File: src/wbb_cfg.svh
//////////////////////////////////////////////////////////////////////
// Bus geometry for the Wishbone bridge subsystem
// Address and data widths, slave count and slave window size
//////////////////////////////////////////////////////////////////////
`ifndef WBB_CFG_SVH
`define WBB_CFG_SVH

// Word address width on the pipelined bus
`define WBB_AW 10

// Data width of every bus in the subsystem
`define WBB_DW 32

// Byte lanes per data word
`define WBB_SEL_W (`WBB_DW / 8)

// Address bits inside one slave window
`define WBB_SLV_AW 8
`define WBB_SLV_WORDS (1 << `WBB_SLV_AW)

// RAM slaves present and the index width of the address map
`define WBB_N_SLAVES 3
`define WBB_IDX_W (`WBB_AW - `WBB_SLV_AW)

`endif
File: src/wbb_map_pkg.sv
//////////////////////////////////////////////////////////////////////
// Address map types
// Slave index vector and decoder state encoding
//////////////////////////////////////////////////////////////////////
`include "wbb_cfg.svh"

package wbb_map_pkg;

	// Slave index from the top address bits
	typedef logic [`WBB_IDX_W-1:0] slv_idx_t;

	// Decoder FSM states
	typedef enum logic [1:0] {
		DEC_IDLE     = 2'd0,
		DEC_WAIT_SLV = 2'd1,
		DEC_ERR      = 2'd2
	} dec_state_e;

endpackage

File: src/wbb_bus_pkg.sv
//////////////////////////////////////////////////////////////////////
// Bus payload types
// Address, data, byte select and slave-local address vectors
//////////////////////////////////////////////////////////////////////
`include "wbb_cfg.svh"

package wbb_bus_pkg;

	// Full word address as seen by the master
	typedef logic [`WBB_AW-1:0] addr_t;

	// One bus data word
	typedef logic [`WBB_DW-1:0] data_t;

	// One bit per byte lane of data_t
	typedef logic [`WBB_SEL_W-1:0] sel_t;

	// Word offset inside one slave window
	typedef logic [`WBB_SLV_AW-1:0] slv_addr_t;

endpackage

File: src/wbp_decoder.sv
//////////////////////////////////////////////////////////////////////
// Pipelined Wishbone address decoder
// Routes each strobe to one slave and records the target
// Answers addresses without a slave with a one-cycle error
//////////////////////////////////////////////////////////////////////
`include "wbb_cfg.svh"

module wbp_decoder (
	input  logic                    i_clk,
	input  logic                    i_rst_n,
	// Upstream pipelined port
	input  logic                    i_cyc,
	input  logic                    i_stb,
	input  logic                    i_we,
	input  wbb_bus_pkg::addr_t      i_addr,
	input  wbb_bus_pkg::data_t      i_data,
	input  wbb_bus_pkg::sel_t       i_sel,
	output logic                    o_stall,
	// Shared slave request lines and one strobe per slave
	output logic                    o_scyc,
	output logic [`WBB_N_SLAVES-1:0] o_sstb,
	output logic                    o_swe,
	output wbb_bus_pkg::slv_addr_t  o_saddr,
	output wbb_bus_pkg::data_t      o_sdata,
	output wbb_bus_pkg::sel_t       o_ssel,
	input  logic [`WBB_N_SLAVES-1:0] i_sstall,
	// Any response seen by the mux
	input  logic                    i_resp,
	output wbb_map_pkg::slv_idx_t   o_idx,
	output logic                    o_err
);

	localparam wbb_map_pkg::slv_idx_t LAST_IDX =
		wbb_map_pkg::slv_idx_t'(`WBB_N_SLAVES - 1);

	wbb_map_pkg::dec_state_e state;
	wbb_map_pkg::slv_idx_t   req_idx;
	logic                    mapped;
	logic                    idle;
	logic                    sel_stall;
	logic                    accept;

	//////////////////////////////////////////////////////////////////////
	// Address split and routing

	assign req_idx = i_addr[`WBB_AW-1:`WBB_SLV_AW];
	assign mapped  = (req_idx <= LAST_IDX);
	assign idle    = (state == wbb_map_pkg::DEC_IDLE);

	// Stall of the addressed slave only
	always_comb
	begin
		sel_stall = 1'b0;
		o_sstb    = '0;
		for (int k = 0; k < `WBB_N_SLAVES; k++)
		begin
			if (req_idx == wbb_map_pkg::slv_idx_t'(k))
			begin
				sel_stall = i_sstall[k];
				// No new strobe while a response is still owed
				o_sstb[k] = i_cyc && i_stb && idle;
			end
		end
	end

	assign o_stall = !idle || (mapped && sel_stall);
	assign accept  = i_cyc && i_stb && !o_stall;

	assign o_scyc  = i_cyc;
	assign o_swe   = i_we;
	assign o_saddr = i_addr[`WBB_SLV_AW-1:0];
	assign o_sdata = i_data;
	assign o_ssel  = i_sel;

	//////////////////////////////////////////////////////////////////////
	// Outstanding target FSM

	always_ff @(posedge i_clk)
	begin
		if (!i_rst_n)
		begin
			state <= wbb_map_pkg::DEC_IDLE;
			o_idx <= '0;
			o_err <= 1'b0;
		end
		else
		begin
			// Error reply lasts a single cycle
			o_err <= 1'b0;
			case (state)
				wbb_map_pkg::DEC_IDLE:
				begin
					if (accept)
					begin
						o_idx <= req_idx;
						if (mapped)
							state <= wbb_map_pkg::DEC_WAIT_SLV;
						else
						begin
							state <= wbb_map_pkg::DEC_ERR;
							o_err <= 1'b1;
						end
					end
				end
				// Abandoned cycles also release the target
				wbb_map_pkg::DEC_WAIT_SLV,
				wbb_map_pkg::DEC_ERR:
				begin
					if (i_resp || !i_cyc)
						state <= wbb_map_pkg::DEC_IDLE;
				end
				default:
					state <= wbb_map_pkg::DEC_IDLE;
			endcase
		end
	end

	// Slaves and the error path answer only while a response is owed
	a_resp_owed: assert property (@(posedge i_clk) disable iff (!i_rst_n)
		i_resp |-> !idle);

endmodule

File: config.mk
export PLATFORM = sky130hd
export DESIGN_NAME = wbp_decoder
export DESIGN_NICKNAME = d
export VERILOG_FILES = /design/src/wbb_map_pkg.sv /design/src/wbb_bus_pkg.sv /design/src/wbp_decoder.sv
export VERILOG_INCLUDE_DIRS = /design/src
export SDC_FILE = /design/constraint.sdc
export NUM_CORES = 1
export LEC_CHECK = 0
export BUFFER_PORTS_ARGS = -buffer_cell sky130_fd_sc_hd__buf_4
export CAP_MARGIN = 10
export CORE_ASPECT_RATIO = 0.75
export CORE_MARGIN = 3
export CORE_UTILIZATION = 24
export CTS_CLUSTER_SIZE = 12
export DETAILED_ROUTE_END_ITERATION = 10
export GPL_TIMING_DRIVEN = 1
export PLACE_DENSITY = 0.77
export SLEW_MARGIN = 15
export SYNTH_ARGS = -nofsm -noshare
export SYNTH_HDL_FRONTEND = slang
export SYNTH_SLANG_ARGS = --single-unit
File: constraint.sdc
create_clock -name i_clk -period 1.8 [get_ports i_clk]
set_input_delay 0.45 -clock i_clk [delete_from_list [all_inputs] [get_ports i_clk]]
set_output_delay 0.45 -clock i_clk [all_outputs]
set_load 0.02 [all_outputs]
==> summary.md <==
| Metric | Value |
|---|---|
| Most frequent cell after synthesis | `buf_4` |
| Top cell type by total area after synthesis | `buf_4` |
| Final TNS setup | `0 ns` |
| Inst Count DP | `95` |
| Synth cell count leaders | `buf_4 (46), dfxtp_1 (5), nand3_1 (4), nor2_1 (4)` |
| Post-synth EDFFs | `0` |
| RSZ-0062 raised after global routing | `false` |
| Final Util | `22.5%` |
| Sum of net half-perimeters after detailed placement | `1060 um` |
| Hold_buf cts | `0` |
| Met2 Track Usage GR | `10.6%` |
| Setup Skew | `between 0.0008 and 0.0009 ns` |
| Clock latency on the worst-skew pair | `0.22 ns` |
| Met1 usage | `7.69%` |
| HP Class | `register to register` |
| Final hold vios | `0` |
| Antenna viol nets, final | `0` |
| Port bufs | `17` |
| DR pass1 iterations | `4` |
| Period utilization | `between 90% and 100%` |
| Critical Path Start Type | `register` |
| GRT Total Usage | `roughly 7.7%` |
| Die height | `53 um` |
| # IOs | `108` |
| Yosys top cell area share | `48.8%` |
| Power Density | `725 nW/um2` |
| Drt wl/cell | `13.7 um` |
| Die X-Extent | `68.7 um` |
| Crit path kind | `register to output port` |
| Fmax achieved | `575 MHz` |
| Via count | `441` |
| DRT iter0 DRCs | `1` |
| R2r setup slk | `0.24 ns` |
| Fin cells | `99` |
| Yosys synthesis warning count | `0` |
| Vias per cell | `4.45` |
| Pleak | `0.245 nW` |
| Slowest CP cell | `dfxtp_1` |
| Post-Route WL | `1360 um` |
| Clock power share | `47.1%` |
| Critical Path AT | `around 1.3 ns` |
| Post-synth net total | `145` |
| Data required, critical path | `1.35 ns` |
| Postcts setup bufs | `0` |
| Largest net degree at the start of global routing | `12` |
| Min Tclk post-route | `1.74 ns` |
| Synth Flop Type | `dfxtp_1` |
| Grt total ovfl | `0` |
| Seq cells post-synth | `5` |
| Critical path capture point type | `output port` |
| Layout cells sized above 1 | `47.6%` |
| Area Growth Syn to Fin | `-14.0%` |
| Max-slew violation total from the final report | `0` |
| Final setup violation count | `0` |
| Ys async rst share | `0%` |
| First-pass GRT wire length | `2010 um` |
| Worst VDD drop | `around 0.00015 V` |
| Slew HR | `77.5%` |
| Number of max-cap violations | `0` |
| Actual slew at the worst max-slew pin | `between 0.3 and 0.4 ns` |
| Max Buffers Root-to-Sink | `2` |
| DRC violations left | `0` |
| Yosys cell types | `26` |
| Sequential fraction of the synthesis area | `14.2%` |
| GP Congestion | `0.688` |
| Starting Density | `roughly a quarter` |
| Synth top area cells | `buf_4 (49%), dfxtp_1 (14%), mux2i_4 (3.2%), nor3b_1 (3.2%), nand3_1 (2.8%)` |
| H-tree level count | `1` |
| Cell count after synthesis | `between 80 and 90` |
| Vias in the first global route | `440` |
| # nets final | `120` |
| CTS Root Cell | `clkbuf_8` |
| Seq pwr share | `27.2%` |
| Worst hold stages | `2` |
| Core ar. | `2700 um2` |
| Total power draw | `between 0.4 and 0.5 mW` |
| Net Sw Frac | `26.8%` |
| Clk slew on worst S/H paths | `0.03 ns` |
| Mapped cell area | `707 um2` |
| TritonCTS buffer count | `3` |
| DIE AREA | `3640 um2` |
| Core Rows | `16` |
| CTS tree | `built` |
| GRT busiest layer | `met2` |
| Initial antenna violation count | `0` |
| CTS sink cnt | `5` |
| Comb pwr share | `about 26%` |
| Int Power | `0.323 mW` |
| Worst reg2reg path depth | `6` |
| Psw | `0.118 mW` |
| Status | `finished, final reports clean` |
| Antenna Cells | `0` |
| CP cell instances | `inv_1 -> ha_4 -> nand3_4 -> nor3b_2 -> buf_4` |
| Worst path max stage delay | `roughly 0.32 ns` |
| GR Util met3 | `under 10%` |
| Crit path max fanout | `5` |
| Synthesized area per cell | `7.94 um2` |
-- cell families (layout without fill, tap and decap cells) --
family	Yosys count	in the layout	synth area share, %
AOI/OAI and AO/OA	9	9	9.56
adders and majority gates	1	1	1.77
buffers and inverters	50	24	52.6
DFF	5	5	14.2
muxes	1	1	3.19
and+or+nand+nor	23	23	18.8
-- state kept, by name (all words and copies together) (netlist names) --
name   count
o_err      1
o_idx      2
state      2
-- per-layer routing --
layer	up-vias	share of wire (%)
met2	37	43
met3	16	15
met1	191	36
li1	197	-
met4	0	5.9
met5	-	0
-- worst max-delay path, delay by kind of cell (launching register included) --
kind | cells | cell delay (ns)
and+or+nand+nor | 2 | 0.31
adders and majority gates | 1 | 0.16
DFF | 1 | 0.32
buffers and inverters | 2 | 0.28
-- through the flow --
step                      setup WS (ns)  cell area (um2)  hold WS, ns
final                            0.0619              608        0.471
after global routing             0.0133              608        0.494
after CTS                       0.00782              588        0.480
after detailed placement          0.119              523        0.475
after global placement            0.125              523        0.453
after floorplan                  0.0299              707        0.478
-- cell usage in the layout, fill, tap and decap left out, drive strengths merged --
cell and n:
and3 1, and2b 1, o21ai 5, nand2 3, o211ai 1, mux2i 1, buf 18, nand3b 2
clkbuf 4, nor3b 3, nor3 2, a2111oi 1, ha 1, nor2 4, nand2b 1, dfxtp 5
nand4 1, nand3 4, and3b 1, o31a 1, a21boi 1, inv 2
-- power by group through the flow --
stage	Clock (mW)	Combinational, mW	Sequential (mW)
after floorplan	0	0.205	0.124
after global placement	0	0.100	0.121
after detailed placement	0	0.102	0.122
after CTS	0.214	0.106	0.120
after global routing	0.221	0.124	0.121
final	0.208	0.113	0.120
-- path summary, 6_finish.rpt --
kind                                from   endpoint
worst max-delay path            state[0]  o_sstb[1]
worst min register to register  o_idx[1]   o_idx[1]
worst min-delay path            o_idx[1]   o_idx[1]
worst max register to register  state[0]   state[1]
-- repair_timing --
item,4_1_cts,5_1_grt
setup endpoints to repair,3,3
resized for setup,4,3
pin swaps,0,1
-- final cells by class --
cell class	count	area, um2
Timing Repair Buffer	18	135
Clock buffer	4	45.0
Inverter	2	7.51
Sequential cell	5	100
Multi-Input combinational cell	34	275
Fill cell	307	2090
Tap cell	36	45.0
(Power assumes the default switching activity.)
