==> src/wbb_cfg.svh <==
//////////////////////////////////////////////////////////////////////
// Bus geometry for the Wishbone bridge subsystem
// Address and data widths, slave count and slave window size
//////////////////////////////////////////////////////////////////////
`ifndef WBB_CFG_SVH
`define WBB_CFG_SVH

// Word address width on the pipelined bus
`define WBB_AW 10

// Data width of every bus in the subsystem
`define WBB_DW 32

// Byte lanes per data word
`define WBB_SEL_W (`WBB_DW / 8)

// Address bits inside one slave window
`define WBB_SLV_AW 8
`define WBB_SLV_WORDS (1 << `WBB_SLV_AW)

// RAM slaves present and the index width of the address map
`define WBB_N_SLAVES 3
`define WBB_IDX_W (`WBB_AW - `WBB_SLV_AW)

`endif
==> src/wbb_map_pkg.sv <==
//////////////////////////////////////////////////////////////////////
// Address map types
// Slave index vector and decoder state encoding
//////////////////////////////////////////////////////////////////////
`include "wbb_cfg.svh"

package wbb_map_pkg;

	// Slave index from the top address bits
	typedef logic [`WBB_IDX_W-1:0] slv_idx_t;

	// Decoder FSM states
	typedef enum logic [1:0] {
		DEC_IDLE     = 2'd0,
		DEC_WAIT_SLV = 2'd1,
		DEC_ERR      = 2'd2
	} dec_state_e;

endpackage

==> src/wbb_bus_pkg.sv <==
//////////////////////////////////////////////////////////////////////
// Bus payload types
// Address, data, byte select and slave-local address vectors
//////////////////////////////////////////////////////////////////////
`include "wbb_cfg.svh"

package wbb_bus_pkg;

	// Full word address as seen by the master
	typedef logic [`WBB_AW-1:0] addr_t;

	// One bus data word
	typedef logic [`WBB_DW-1:0] data_t;

	// One bit per byte lane of data_t
	typedef logic [`WBB_SEL_W-1:0] sel_t;

	// Word offset inside one slave window
	typedef logic [`WBB_SLV_AW-1:0] slv_addr_t;

endpackage

==> src/wbp_resp_mux.sv <==
//////////////////////////////////////////////////////////////////////
// Pipelined response multiplexer
// Selects the recorded slave response and merges the decoder error
//////////////////////////////////////////////////////////////////////
`include "wbb_cfg.svh"

module wbp_resp_mux (
	input  wbb_map_pkg::slv_idx_t   i_idx,
	input  logic                    i_dec_err,
	input  logic [`WBB_N_SLAVES-1:0] i_ack,
	input  logic [`WBB_N_SLAVES-1:0] i_err,
	input  wbb_bus_pkg::data_t      i_rdata [`WBB_N_SLAVES],
	output logic                    o_ack,
	output logic                    o_err,
	output wbb_bus_pkg::data_t      o_rdata,
	output logic                    o_resp
);

	logic slv_err;

	// Only the recorded target is listened to
	always_comb
	begin
		o_ack   = 1'b0;
		slv_err = 1'b0;
		o_rdata = '0;
		for (int k = 0; k < `WBB_N_SLAVES; k++)
		begin
			if (i_idx == wbb_map_pkg::slv_idx_t'(k))
			begin
				o_ack   = i_ack[k];
				slv_err = i_err[k];
				o_rdata = i_rdata[k];
			end
		end
	end

	// Unmapped accesses are answered by the decoder
	assign o_err = slv_err || i_dec_err;

	// Releases the decoder back to idle
	assign o_resp = o_ack || o_err;

endmodule

==> config.mk <==
export PLATFORM = sky130hd
export DESIGN_NAME = wbp_resp_mux
export DESIGN_NICKNAME = d
export VERILOG_FILES = /design/src/wbb_map_pkg.sv /design/src/wbb_bus_pkg.sv /design/src/wbp_resp_mux.sv
export VERILOG_INCLUDE_DIRS = /design/src
export SDC_FILE = /design/constraint.sdc
export NUM_CORES = 1
export LEC_CHECK = 0
export BUFFER_PORTS_ARGS = -buffer_cell sky130_fd_sc_hd__buf_2
export CORE_MARGIN = 4
export CORE_UTILIZATION = 29
export DETAILED_ROUTE_END_ITERATION = 16
export GPL_ROUTABILITY_DRIVEN = 0
export PLACE_DENSITY = 0.87
export SYNTH_ARGS = -nofsm -noshare
export SYNTH_HDL_FRONTEND = slang
export SYNTH_SLANG_ARGS = --single-unit
==> constraint.sdc <==
create_clock -name vclk -period 1.2
set_input_delay 0.24 -clock vclk [all_inputs]
set_output_delay 0.24 -clock vclk [all_outputs]
set_load 0.05 [all_outputs]
==> flow_summary.ini, run 1 <==
[clock_tree]
cts_resized = 142
postCtsHoldBufs = 0
cts_post_setup_buffers_inserted = 2

[floorplanning]
dieHeight_microns = 60.8
row_count = 18
pin_count = 140
start_util = 0.315
die_x_microns = 60.8

[synth]
synthCells = 116
synth.avg_cell_area_sq_um = 6.98
ys_warn_count = 0
yosysSeqAreaShare = 0
synthesis.area_sq_um = 810
ys_types = 12
synth_fp_nets = 221

[run_status]
haltStage = clock tree synthesis
status = did not finish
firstError = [ERROR DPL-0038] Utilization greater than 100%, impossible to legalize

[place]
port_buffers = 140
dpl.hpwl_microns = 3300
## synth_stat cells
library cell  number  share of area
mux2i_1           34           0.42
nand2_1           32           0.15
o21ai_0           31           0.19
buf_8              7           0.13
clkbuf_1           3          0.014
buf_6              2          0.028
o21ai_1            2          0.012
a21oi_1            1         0.0062
a2bb2oi_2          1          0.019
inv_1              1         0.0046
nor2b_4            1          0.017
o211ai_1           1         0.0093
## through the flow
stage	std cells	instance area (sq um)	worst slack, ns
floorplan	116	1180	-0.325
global placement	284	1850	-0.336
detailed placement	284	1850	-0.369
## cells by family after synthesis
kind of cell	Yosys count	share of synthesized area
compound gates	36	0.238
buf+inv	13	0.176
mux	34	0.420
simple gates	33	0.165
==> run 2: changes to the inputs <==
Settings changed: CORE_AREA set to 4 4 65 67, CORE_MARGIN 4 to unset, CORE_UTILIZATION 29 to unset, DIE_AREA set to 0 0 69 71, PLACE_DENSITY 0.87 to unset, PLACE_DENSITY_LB_ADDON set to 0.15.
==> flow_summary.ini, run 2 <==
[layout]
drive_gt1_frac = 0.867
final_common_cell = buf_2
seq_cells = 0
nClkBuffers = 0
final_cell_area_sq_um = 2700
area_delta_synth_final_pct = 233
nets = 371
fillerInstances = 255
final_cell_mix = 103 x buf_2, 34 x buf_6, 31 x nand2_1
antenna_cells = 0
final_util = 0.742
regArea_sq_um = 0

[synth]
synth_top_family_by_area = multiplexers
synthSimpleGateAreaFrac = 0.165
synth.avg_cell_area_sq_um = 6.98
synth_commonest_cells = 34 x mux2i_1, 32 x nand2_1, 31 x o21ai_0
synth_compound_area_frac = 0.238
synthesis.area_sq_um = 810
ys_types = 12
synthCells = 116
yosysSeqAreaShare = 0
yosysTopAreaCellShare = 0.420
ys_warn_count = 0
yosys.cell_count.top_type = mux2i_1
synth-xor-area-share = 0
synth_mux_area_frac = 0.420
synth_area_leaders = mux2i_1 42%, o21ai_0 19%, nand2_1 15%, buf_8 13%, buf_6 2.8%
synth_fp_nets = 221
yosys.area.top_type = mux2i_1
synth_fa_ha_area_frac = 0

[timing]
fin_crit_sh = 1.11
tightest_slew_ns = 0.222
finalHoldViolations = 0
rsz0062_at_grt = true
period_needed_ns = 1.34
fmax_ghz = 0.749
slew_violations = 0
slew_headroom = 0.849
holdWs_ns = 0.820
worst_slack_ns = -0.136
finalSetupViolCount = 35
tns_ns = -3.11

[run_status]
violations = negative setup slack
status = finished, violations left

[floorplanning]
row_count = 22
pin_count = 140
dieHeight_microns = 71
start_util = 0.223
die_area_sq_um = 4900
die_x_microns = 69
coreArea_sq_um = 3630

[global_routing]
grt_pass1_wl_microns = 7620
overflow = 0
grt.total_usage = 0.186
antenna_found_initial = 0
grt_pass1_vias = 1625
grt_max_degree = 15

[power]
peakVddDrop_mv = 0.399
finalPower_w = 0.00150
p_leak_nw = 1.16
pwr_density_cell_nw_per_um2 = 557

[place]
port_buffers = 140
dpl.hpwl_microns = 3230
place_area_sq_um = 1950

[critical_path]
end_kind = output pin
worst-setup-path-type = input pin to output pin
worstPathMaxFanout = 7
critPathSlowestCell = mux2i_2
cpPeakStageDelay_ns = 0.24
cp_data_arrival_time_ns = 1.10
cp_data_required_time_ns = 0.96
start_kind = input pin
worstPathCellList = buf_16 > mux2i_2 > a2bb2oi_2 > o211ai_1 > buf_4

[routing]
ant_nets = 0
vias = 1480
wl_microns = 4840
drt_first_pass_iters = 4
dr.first_iter.drc_count = 33
via_per_inst = 4.74
wl_per_cell_microns = 15.5
drc = 0

[job]
drv_cap = 0

[hold_path]
hold_class = input pin to output pin

[clock_tree]
postCtsHoldBufs = 0
run 2: cell counts after synthesis:
Identical to the previous run, type by type.
run 2: power by group:
part	internal [W]	switching, W	leakage (nW)
logic	0.000692	0.000809	1.16
clock network	0	0	0
registers	0	0	0
run 2: area by class of cell:
| class | instances | area (sq um) | share of cell area |
|---|---|---|---|
| Inverter | 1 | 3.75 | 0.00139 |
| Multi-Input combinational cell | 104 | 1390 | 0.515 |
| Tap cell | 48 | 60.1 | 0.0223 |
| Timing Repair Buffer | 159 | 1240 | 0.461 |
run 2: worst max-delay path, delay by kind of cell:
family	cells	cell delay, ns
buffers and inverters	2	0.33
AO/OA/AOI/OAI	2	0.28
multiplexers	1	0.24
run 2: timing repair:
action                     4_1_cts  5_1_grt
hold endpoints to repair         0        0
cloned                           3        0
pin swaps                       22        1
setup endpoints to repair       35       35
buffers inserted                 6        0
resized for setup              136       13
run 2: kinds of logic (layout without fill, tap and decap cells):
| kind of cell | after synthesis | after routing |
|---|---|---|
| compound gates | 36 | 36 |
| buf+inv | 13 | 160 |
| mux | 34 | 34 |
| simple gates | 33 | 34 |
run 2: path summary, 6_finish.rpt:
path	startpoint	slack [ns]	to	depth (start not counted)
setup / recovery	i_idx[0]	-0.14	o_resp	5
hold / removal	i_ack[2]	0.82	o_ack	4
run 2: stage by stage:
stage                     setup slack [ns]  cells
after global routing                -0.178    312
after detailed placement            -0.314    304
after floorplan                     -0.325    116
after CTS                           -0.133    312
after global placement              -0.287    304
final                               -0.136    312
run 2: metal layers:
layer | wire, microns | track usage | vias up | part of all wire
met4 | 36 | 0.0152 | 0 | 0.0074
met3 | 325 | 0.0298 | 4 | 0.067
met1 | 1660 | 0.203 | 685 | 0.34
met5 | 0 | 0 | - | 0
li1 | - | - | 716 | -
met2 | 2820 | 0.383 | 75 | 0.58
Note: power is estimated with default switching activity, not from simulation.
==> run 3: changes to the inputs <==
Settings changed: CELL_PAD_IN_SITES_DETAIL_PLACEMENT set to 0, CELL_PAD_IN_SITES_GLOBAL_PLACEMENT set to 2, CORE_AREA 4 4 65 67 to unset, CORE_ASPECT_RATIO set to 1.4, CORE_MARGIN set to 4, CORE_UTILIZATION set to 11, DIE_AREA 0 0 69 71 to unset.
==> flow_summary.ini, run 3 (same netlist as run 2, synthesis figures left out) <==
[critical_path]
cp_data_required_time_ns = 0.96
crit_top_cell = buf_12
critPathSlowestCell = mux2i_4
cpPeakStageDelay_ns = 0.19
worst-setup-path-type = input pin to output pin
start_kind = input pin
end_kind = output pin
worstPathCellList = buf_12 > buf_12 > buf_4 > mux2i_4 > o21ai_4 > buf_6
cp_data_arrival_time_ns = 1.16
worstPathMaxFanout = 5

[layout]
regArea_sq_um = 0
area_delta_synth_final_pct = 251
nets = 378
final_cell_mix = 103 x buf_2, 31 x buf_6, 29 x o21ai_4
final_common_cell = buf_2
nClkBuffers = 0
drive_gt1_frac = 0.930
final_util = 0.402
seq_cells = 0
fin_cells = 366
antenna_cells = 0

[global_routing]
grt_max_degree = 18
grt_pass1_vias = 1667
grt.total_usage = 0.115
antenna_found_initial = 0
grt_pass1_wl_microns = 8050
overflow = 0

[run_status]
status = finished, violations left
violations = negative setup slack

[routing]
wl_per_cell_microns = 15.1
drc = 0
drt_first_pass_iters = 2
dr.first_iter.drc_count = 8
wl_microns = 5540
ant_nets = 0
vias = 1496
via_per_inst = 4.09

[timing]
period_needed_ns = 1.40
fmax_ghz = 0.712
holdWs_ns = 0.816
rsz0062_at_grt = true
finalSetupViolCount = 35
finalHoldViolations = 0
slew_violations = 0
worst_slack_ns = -0.204
tightest_slew_ns = 0.419
fin_crit_sh = 1.17
slew_headroom = 0.720

[floorplanning]
dieHeight_microns = 110
pin_count = 140
die_x_microns = 80.5
start_util = 0.114
row_count = 36
die_area_sq_um = 8820
coreArea_sq_um = 7070

[place]
dpl.hpwl_microns = 4110
port_buffers = 140
dpl.cell_count = 359

[power]
peakVddDrop_mv = 0.221
pwr_density_cell_nw_per_um2 = 538
p_leak_nw = 1.25
finalPower_w = 0.00153

[job]
drv_cap = 0

[clock_tree]
postCtsHoldBufs = 0

[hold_path]
hold_class = input pin to output pin
run 3: changes by cell type in the layout (fill, tap and decap cells not counted), moves of 7 or more:
cell / previous run / this run
mux2i_2: 4 / 11
mux2i_4: 28 / 19
nand2_1: 31 / 13
nand2_2: 1 / 12
nand2_4: 0 / 7
run 3: through the flow:
stage                     TNS (ns)  instance area, sq um  worst slack [ns]
final                        -5.31                  2840            -0.204
after global routing         -6.46                  2840            -0.245
after CTS                    -4.98                  2580            -0.239
after detailed placement    -10.42                  2030            -0.383
after global placement      -10.01                  2030            -0.361
after floorplan              -1.81                  1180            -0.325
run 3: area by class of cell:
class,instances,area (sq um)
Fill cell,726,4230
Inverter,1,3.75
Tap cell,95,119
Timing Repair Buffer,167,1350
Multi-Input combinational cell,103,1370
run 3: where the power goes:
part,internal (W),switching [W]
sequential,0,0
combinational,0.000709,0.000819
clock,0,0
total,0.000709,0.000819
run 3: routing by layer:
layer,share of wire,up-vias,GRT usage
met3,0.079,4,0.0172
met2,0.60,78,0.249
met4,0.012,0,0.00966
met5,0,-,0
met1,0.30,688,0.113
li1,-,726,-
run 3: final timing paths:
path | start | end | slack (ns) | cells past startpoint
setup / recovery | i_idx[0] | o_rdata[19] | -0.20 | 6
hold / removal | i_rdata[5] | o_rdata[5] | 0.82 | 4
run 3: repair_timing:
action / CTS / global route
pin swaps: 8 / 7
setup endpoints to repair: 35 / 35
gates resized for setup: 131 / 37
setup buffers: 0 / 2
gates cloned: 2 / 3
run 3: critical path, delay by kind of cell:
| kind | cells | cell delay [ns] |
|---|---|---|
| AO/OA/AOI/OAI | 1 | 0.13 |
| buffers and inverters | 4 | 0.59 |
| multiplexers | 1 | 0.19 |
