$ cat src/wbb_cfg.svh
//////////////////////////////////////////////////////////////////////
// Bus geometry for the Wishbone bridge subsystem
// Address and data widths, slave count and slave window size
//////////////////////////////////////////////////////////////////////
`ifndef WBB_CFG_SVH
`define WBB_CFG_SVH

// Word address width on the pipelined bus
`define WBB_AW 10

// Data width of every bus in the subsystem
`define WBB_DW 32

// Byte lanes per data word
`define WBB_SEL_W (`WBB_DW / 8)

// Address bits inside one slave window
`define WBB_SLV_AW 8
`define WBB_SLV_WORDS (1 << `WBB_SLV_AW)

// RAM slaves present and the index width of the address map
`define WBB_N_SLAVES 3
`define WBB_IDX_W (`WBB_AW - `WBB_SLV_AW)

`endif
$ cat src/wbb_bus_pkg.sv
//////////////////////////////////////////////////////////////////////
// Bus payload types
// Address, data, byte select and slave-local address vectors
//////////////////////////////////////////////////////////////////////
`include "wbb_cfg.svh"

package wbb_bus_pkg;

	// Full word address as seen by the master
	typedef logic [`WBB_AW-1:0] addr_t;

	// One bus data word
	typedef logic [`WBB_DW-1:0] data_t;

	// One bit per byte lane of data_t
	typedef logic [`WBB_SEL_W-1:0] sel_t;

	// Word offset inside one slave window
	typedef logic [`WBB_SLV_AW-1:0] slv_addr_t;

endpackage

$ cat src/wbc2pipeline.sv
//////////////////////////////////////////////////////////////////////
// Wishbone classic to pipelined bridge
// Issues one pipelined strobe per classic request
// Registers ack, error and read data back to the classic master
//////////////////////////////////////////////////////////////////////
`include "wbb_cfg.svh"

module wbc2pipeline (
	input  logic                i_clk,
	input  logic                i_rst_n,
	// Classic master side
	input  logic                i_mcyc,
	input  logic                i_mstb,
	input  logic                i_mwe,
	input  wbb_bus_pkg::addr_t  i_maddr,
	input  wbb_bus_pkg::data_t  i_mdata,
	input  wbb_bus_pkg::sel_t   i_msel,
	output logic                o_mack,
	output logic                o_merr,
	output wbb_bus_pkg::data_t  o_mdata,
	// Pipelined slave side
	output logic                o_scyc,
	output logic                o_sstb,
	output logic                o_swe,
	output wbb_bus_pkg::addr_t  o_saddr,
	output wbb_bus_pkg::data_t  o_sdata,
	output wbb_bus_pkg::sel_t   o_ssel,
	input  logic                i_sstall,
	input  logic                i_sack,
	input  logic                i_serr,
	input  wbb_bus_pkg::data_t  i_sdata
);

	// Current classic strobe already taken downstream
	logic sent;

	// Request ends when the strobe drops or a response went back
	logic req_done;
	assign req_done = !i_mstb || o_mack || o_merr;

	always_ff @(posedge i_clk)
	begin
		if (!i_rst_n || req_done)
			sent <= 1'b0;
		else if (!i_sstall)
			sent <= 1'b1;
	end

	// Request fields pass straight through
	// Strobe is masked once accepted and both drop in the error cycle
	assign o_scyc  = i_mcyc && !o_merr;
	assign o_sstb  = i_mstb && !sent && !o_merr;
	assign o_swe   = i_mwe;
	assign o_saddr = i_maddr;
	assign o_sdata = i_mdata;
	assign o_ssel  = i_msel;

	// One-cycle response pulses toward the classic master
	always_ff @(posedge i_clk)
	begin
		if (!i_rst_n || req_done)
		begin
			o_mack <= 1'b0;
			o_merr <= 1'b0;
		end
		else
		begin
			o_mack <= i_sack;
			o_merr <= i_serr;
		end
	end

	// Read data is captured with the ack
	always_ff @(posedge i_clk)
	begin
		if (i_sack)
			o_mdata <= i_sdata;
	end

	// Slave ack and decoder error never reach the master together
	a_ack_err_excl: assert property (@(posedge i_clk) disable iff (!i_rst_n)
		!(o_mack && o_merr));

endmodule

$ cat config.mk
export PLATFORM = sky130hd
export DESIGN_NAME = wbc2pipeline
export DESIGN_NICKNAME = d
export VERILOG_FILES = /design/src/wbb_bus_pkg.sv /design/src/wbc2pipeline.sv
export VERILOG_INCLUDE_DIRS = /design/src
export SDC_FILE = /design/constraint.sdc
export NUM_CORES = 1
export LEC_CHECK = 0
export ABC_AREA = 1
export BUFFER_PORTS_ARGS = -buffer_cell sky130_fd_sc_hd__buf_2
export CORE_ASPECT_RATIO = 0.6
export CORE_MARGIN = 4
export CORE_UTILIZATION = 30
export DETAILED_ROUTE_END_ITERATION = 8
export PLACE_DENSITY = 0.74
export SETUP_SLACK_MARGIN = 0.5
export SYNTH_ARGS = -nofsm -noshare
export SYNTH_HDL_FRONTEND = slang
export SYNTH_SLANG_ARGS = --single-unit
$ cat constraint.sdc
create_clock -name i_clk -period 0.8 [get_ports i_clk]
set_input_delay 0.08 -clock i_clk [delete_from_list [all_inputs] [get_ports i_clk]]
set_output_delay 0.08 -clock i_clk [all_outputs]
set_load 0.1 [all_outputs]
==> run summary, run 1 <==
================================================================================
Clock tree from TritonCTS                                                   done
Final cell area excluding filler cells                                2349 sq um
Number of routed nets with antenna violations                                  0
Floorplan die area                                                    6005 sq um
Worst Reg2Reg Path Length in Cells                                             4
Worst setup path category                                             reg -> out
Height of the die                                                       61.65 um
Final Routed Wirelength                                                  3261 um
Final Max Tran Viols                                                           0
Switching power                                                       0.001866 W
I/O Pins                                                                     169
Total setup violations reported at the end of the flow                        36
Global-route wire length before repair                                   4940 um
Detailed-routing iteration count for the pre-antenna-repair pass               4
Placed wire-length estimate after detailed placement                     2508 um
Share of total power in the clock network                                  22.0%
Signal arrival time at the worst endpoint                                1.02 ns
Combined area of all synthesized cells                                1439 sq um
Maximum fanout along the worst path                                            2
Pin slew with the least headroom to its limit                          0.1725 ns
Vias in the first global route                                               948
Sequential share of power                                                  42.9%
Worst vdd rail ir drop                                                  1.053 mV
Fraction of synthesized area in multiplexers                                  0%
Count of cells along the worst hold path                                       1
Number of max-cap violations                                                   0
Synthesized netlist cell count                                                97
Most Crowded Layer GR                                                       met2
Net switching fraction of the power                                       35.29%
Outcome                                                             finished with violations
Clk pin slew, worst setup/hold paths                                     0.07 ns
Adder-Cell Fraction of Synth Area                                             0%
Tot Pwr                                                               0.005286 W
Worst hold margin                                                    -0.02296 ns
Number of antenna violations at the first check in global routing              0
Register-to-register setup slack                                         0.06 ns
Number of buffers created by CTS                                               5
Violated checks                                                     negative hold slack, negative setup slack
Simple-Gate Fraction of Synth Area                                        2.957%
Endpoint of the lowest-slack register-to-register path                    o_merr
Setup skew after layout                                             0.0002801 ns
Maximum clock insertion buffer count                                           2
Power per cell area                                                 2251 nW/um^2
Clock insertion delay at the later pin of the skew report                0.27 ns
Comb pwr share                                                             35.1%
Slew Limit Headroom                                                       88.46%
P&R area growth vs syn                                                    63.22%
Final Hold Violating Endpoints                                                32
Max Freq                                                               910.9 MHz
Flops & latches, synth                                                        35
Pint                                                                  0.003420 W
Met1 track demand over resource in global routing                         9.880%
Number of distinct library cells after synthesis                               8
Hold endpoint                                                        o_mdata[28]
Count of filler cells inserted in the layout                                 397
Most common cell after layout, fill and taps aside                        buf_12
Post-Synth XOR/XNOR Area                                                      0%
Gp weighted congestion                                                    0.7607
Path class of the lowest-slack min-delay path                          in -> reg
Die X                                                                   97.41 um
Depth of the CTS H-tree                                                        2
Count of nets after finishing                                                224
Minimum clock period after layout                                       1.098 ns
Total congestion overflow                                                      0
Number of clock sinks                                                         35
Crit Reg-Reg Startpoint                                                   o_mack
CTS root buffer                                                         clkbuf_8
Sequential area share after synthesis                                     70.96%
Leakage                                                                0.9948 nW
Std-Cell Rows                                                                 19
Synthesized-area fraction occupied by ao, oa, aoi and oai cells               0%
Starting utilization of the core area                                     31.20%
DR DRC count                                                                   0
Unrepaired setup endpoints after global routing                             true
Total inserted antenna cells                                                   0
Buffers on Ports                                                              74
Startpoint types                                                            flop
Maximum number of pins on one net before global-route repair                  11
Cell area reported after detailed placement                           2142 sq um
Setup ws final                                                        -0.2978 ns
Via Count                                                                    828
Met3 layer usage reported by global route                                 8.824%
Largest family of logic cells by synthesized area                   buffers and inverters
Average detailed-routed wire length per instance                        16.14 um
Final period util                                                         137.2%
Net count of the mapped netlist                                              183
Crit. End Element                                                     output pin
Startpoint of the tightest hold check path                           i_sdata[28]
Number of DRC violations after detailed-routing iteration 0                   19
Vias per inst                                                              4.099
Layout cell share with drive strength beyond 1                            67.63%
Commonest non-fill, non-tap cells in the layout                     39 x buf_12, 37 x buf_2, 32 x edfxtp_1
Required time at the worst-slack endpoint                                0.72 ns
M2 GR Usage                                                               19.57%
All-Layer GR Usage                                                        11.22%
Per-instance average area after synthesis                            14.83 sq um
Placeable core area                                                   4612 sq um
Synth warn                                                                     0
================================================================================
[power by group through the flow]
stage	clock [W]	combinational [W]	sequential (W)
2_1_floorplan	0	0.00171	0.00321
3_3_place_gp	0	0.00178	0.00230
3_5_place_dp	0	0.00179	0.00231
4_1_cts	0.00124	0.00187	0.00227
5_1_grt	0.00134	0.00190	0.00228
6_report	0.00116	0.00186	0.00227
[critical path: stages (launching register included)]
cell,delay (ns)
dfxtp_2,0.34
nor3_4,0.21
buf_12,0.20
[area by class of cell]
type / instances / area (sq um) / share of cell area (%)
timing repair buffer: 81 / 1071 / 45.60
sequential: 35 / 1030 / 43.85
tap: 63 / 78.83 / 3.356
clock buffer: 6 / 72.57 / 3.090
multi-input combinational: 9 / 66.31 / 2.824
inverter: 6 / 22.52 / 0.9590
clock inverter: 2 / 7.507 / 0.3197
[cells in the mapped netlist (all sizes together)]
cell / instances / area, sq um
inv: 6 / 22.52
nand2: 1 / 6.260
nor2: 7 / 31.28
edfxtp: 32 / 960.9
dfxtp: 3 / 60.06
nor3: 1 / 5.000
buf: 47 / 352.8
[logic make-up (layout without fill, tap and decap cells)]
family,after synthesis,count (layout)
buffers and inverters,53,95
flip-flops,35,35
AND/OR/NAND/NOR,9,9
[state kept, by name, summed over array words and instances, names as in the netlist]
signal	cells
o_mack	1
sent	1
o_mdata	32
o_merr	1
[per-layer routing]
layer	share of wire [%]	vias up
met5	0	-
met1	30	355
li1	-	358
met3	18	14
met4	1.7	0
met2	50	101
[per-stage QoR]
stage | instances | utilization [%] | hold WS, ns | setup TNS (ns) | setup WS [ns]
2_1_floorplan | 97 | - | 0.1789 | -6.708 | -0.5066
3_3_place_gp | 189 | 46.45 | 0.1607 | -0.001216 | -0.001216
3_5_place_dp | 189 | 46.45 | 0.1607 | -0.03216 | -0.03216
4_1_cts | 202 | 50.92 | -0.03630 | -6.494 | -0.3191
5_1_grt | 202 | 50.92 | -0.04115 | -7.213 | -0.3335
6_report | 202 | 50.92 | -0.02296 | -5.832 | -0.2978
[worst max path at each step]
stage | to | startpoint | slack (ns) | depth (start not counted)
CTS | o_sstb | sent | -0.32 | 2
global placement | o_sstb | sent | -0.001 | 2
detailed placement | o_sstb | sent | -0.03 | 2
floorplan | o_sstb | o_merr | -0.51 | 1
finish | o_sstb | sent | -0.30 | 2
global route | o_sstb | sent | -0.33 | 2
[timing repair]
action,in CTS,in global routing
setup buffers,2,0
resized for setup,11,0
hold endpoints to repair,32,32
gates cloned,3,0
pin swaps,3,1
setup endpoints to repair,71,71
(Power assumes the default switching activity.)
==> run 2, diff against run 1 <==
==> constraint.sdc (replaced) <==
create_clock -name i_clk -period 0.8 [get_ports i_clk]
set_input_delay 0.16 -clock i_clk [delete_from_list [all_inputs] [get_ports i_clk]]
set_output_delay 0.16 -clock i_clk [all_outputs]
set_load 0.1 [all_outputs]
==> run 2 against run 1 <==
Effect of this change: the flow finishes with violations (negative setup slack); count of clock-buffer cells in the layout shrank 1; first-iteration DRC count increased by 53%; total power up 14%; sequential share of layout area fell by 2.3 points; sequential cell count unchanged; die area stayed put; final cell count up 3.0%; non-clock buffer count rose by 6; sequential power is essentially flat; critical path type unchanged; critical endpoint unchanged.
==> run summary, run 2 (same netlist as run 1, synthesis figures left out) <==
==================================================================================
Gp weighted congestion                                                      0.7583   was 0.7607
Vias in the first global route                                                 950   was 948
Total inserted antenna cells                                                     0   unchanged
M2 GR Usage                                                                 17.82%   was 19.57%
Count of nets after finishing                                                  230   was 224
Worst hold margin                                                       0.05014 ns   was -0.02296 ns
Path class of the lowest-slack min-delay path                            in -> reg   unchanged
Clock tree from TritonCTS                                                     done   unchanged
Crit. End Element                                                       output pin   unchanged
Placeable core area                                                     4612 sq um   unchanged
Floorplan die area                                                      6005 sq um   unchanged
Detailed-routing iteration count for the pre-antenna-repair pass                 2   was 4
All-Layer GR Usage                                                          11.12%   was 11.22%
Final cell area excluding filler cells                                  2479 sq um   was 2349 sq um
Setup skew after layout                                               0.0004835 ns   was 0.0002801 ns
Std-Cell Rows                                                                   19   unchanged
P&R area growth vs syn                                                      72.26%   was 63.22%
Worst vdd rail ir drop                                                    1.778 mV   was 1.053 mV
Slew Limit Headroom                                                         87.78%   was 88.46%
Setup ws final                                                          -0.3909 ns   was -0.2978 ns
Maximum number of pins on one net before global-route repair                    13   was 11
Most common cell after layout, fill and taps aside                          buf_12   unchanged
Final Max Tran Viols                                                             0   unchanged
CTS root buffer                                                           clkbuf_8   unchanged
Family of cells with the greatest summed delay on the critical path     flip-flops   unchanged
Number of flip-flops in the largest register                                    32   unchanged
Depth of the CTS H-tree                                                          2   unchanged
Met1 track demand over resource in global routing                           10.79%   was 9.880%
Number of DRC violations after detailed-routing iteration 0                     29   was 19
Number of buffers created by CTS                                                 5   unchanged
Total setup violations reported at the end of the flow                          36   unchanged
Startpoint types                                                              flop   unchanged
Final Hold Violating Endpoints                                                   0   was 32
Vias per inst                                                                4.072   was 4.099
Layout cell share with drive strength beyond 1                              71.72%   was 67.63%
Clock insertion delay at the later pin of the skew report                  0.27 ns   about the same
Average detailed-routed wire length per instance                          15.47 um   was 16.14 um
I/O Pins                                                                       169   unchanged
Placed wire-length estimate after detailed placement                       2455 um   was 2508 um
Number of max-cap violations                                                     0   unchanged
Violated checks                                                       negative setup slack   was negative hold slack, negative setup slack
Die X                                                                     97.41 um   unchanged
Required time at the worst-slack endpoint                                  0.64 ns   was 0.72 ns
Minimum clock period after layout                                         1.191 ns   was 1.098 ns
Global-route wire length before repair                                     4912 um   was 4940 um
Biggest cell delay along the critical path                                 0.34 ns   about the same
Signal arrival time at the worst endpoint                                  1.03 ns   was 1.02 ns
Total buffers and inverters traversed by the critical path                       1   unchanged
Pin slew with the least headroom to its limit                            0.1826 ns   was 0.1725 ns
Met3 layer usage reported by global route                                   8.597%   was 8.824%
Combined flip-flop and latch cell area                                  1030 sq um   unchanged
Combined area of the multi-input logic cells                           68.82 sq um   was 66.31 sq um
DR DRC count                                                                     0   unchanged
Most Crowded Layer GR                                                         met2   unchanged
Maximum clock insertion buffer count                                             2   unchanged
Buffers on Ports                                                                74   unchanged
Sequence of cells on the critical path                                nor3_4, buf_12   unchanged
Worst setup path category                                               reg -> out   unchanged
Number of antenna violations at the first check in global routing                0   unchanged
Number of clock sinks                                                           35   unchanged
Via Count                                                                      847   was 828
Power per cell area                                                   2433 nW/um^2   was 2251 nW/um^2
Final Routed Wirelength                                                    3217 um   was 3261 um
Height of the die                                                         61.65 um   unchanged
Max Freq                                                                 839.7 MHz   was 910.9 MHz
Register name with the most flops                                          o_mdata   unchanged
Leakage                                                                   1.056 nW   was 0.9948 nW
Number of routed nets with antenna violations                                    0   unchanged
Cell area reported after detailed placement                             2152 sq um   was 2142 sq um
Unrepaired setup endpoints after global routing                               true   unchanged
Starting utilization of the core area                                       31.20%   unchanged
Commonest non-fill, non-tap cells in the layout                       39 x buf_12, 37 x buf_2, 32 x edfxtp_1   unchanged
Maximum fanout along the worst path                                              2   unchanged
Total congestion overflow                                                        0   unchanged
Outcome                                                               finished with violations   unchanged
Count of filler cells inserted in the layout                                   380   was 397
Final period util                                                           148.9%   was 137.2%
Clk pin slew, worst setup/hold paths                                       0.08 ns   was 0.07 ns
Critical-path cell with the highest stage delay                            dfxtp_2   unchanged
==================================================================================
==> run 2: changes by cell type in the layout (fill, tap and decap cells not counted), sizes merged <==
cell,before,now
bufinv,0,2
clkbuf,6,5
clkinvlp,0,1
clkinv,2,0
buf,81,87
==> run 2: final timing paths <==
check,startpoint,end,slack [ns],depth (start not counted)
max,sent,o_sstb,-0.39,2
min,i_sdata[23],o_mdata[23],0.05,1
max reg2reg,o_mack,o_mack,0.05,4
min reg2reg,sent,sent,0.51,2
==> run 2: report_power, final <==
part / internal, W / switching (W) / total (W) / leakage (nW)
logic: 0.000704 / 0.00119 / 0.00190 / 0.653
clock network: 0.00124 / 0.000628 / 0.00187 / 0.0644
registers: 0.00215 / 0.000111 / 0.00226 / 0.340
==> run 2: metrics by stage <==
step	power, W	TNS, ns	utilization (%)	cells	setup slack [ns]
floorplan	0.004918	-9.428	-	97	-0.5866
global placement	0.004083	-0.08942	46.66	192	-0.07887
detailed placement	0.004103	-0.1535	46.66	192	-0.1253
CTS	0.006101	-9.511	53.69	208	-0.4188
global route	0.006257	-10.35	53.74	208	-0.4317
finish	0.006030	-8.914	53.74	208	-0.3909
==> run 2: area by class of cell <==
| class | instances | share of cell area (%) |
|---|---|---|
| Multi-Input combinational cell | 9 | 2.776 |
| Clock buffer | 5 | 2.776 |
| Sequential cell | 35 | 41.54 |
| Tap cell | 63 | 3.180 |
| Timing Repair Buffer | 87 | 46.09 |
| Clock inverter | 3 | 2.726 |
| Inverter | 6 | 0.9086 |
==> run 2: routing by layer <==
| metal | routed length, um | share of wire (%) | up-vias |
|---|---|---|---|
| li1 | - | - | 369 |
| met1 | 1108 | 34 | 363 |
| met2 | 1496 | 47 | 101 |
| met3 | 558 | 17 | 14 |
| met4 | 54 | 1.7 | 0 |
| met5 | 0 | 0 | - |
==> run 2: what timing repair did <==
item | CTS | global route
setup endpoints to repair | 118 | 118
setup buffers | 5 | 0
pin swaps | 1 | 3
hold buffers | 0 | 0
cloned | 3 | 0
gates resized for setup | 18 | 1
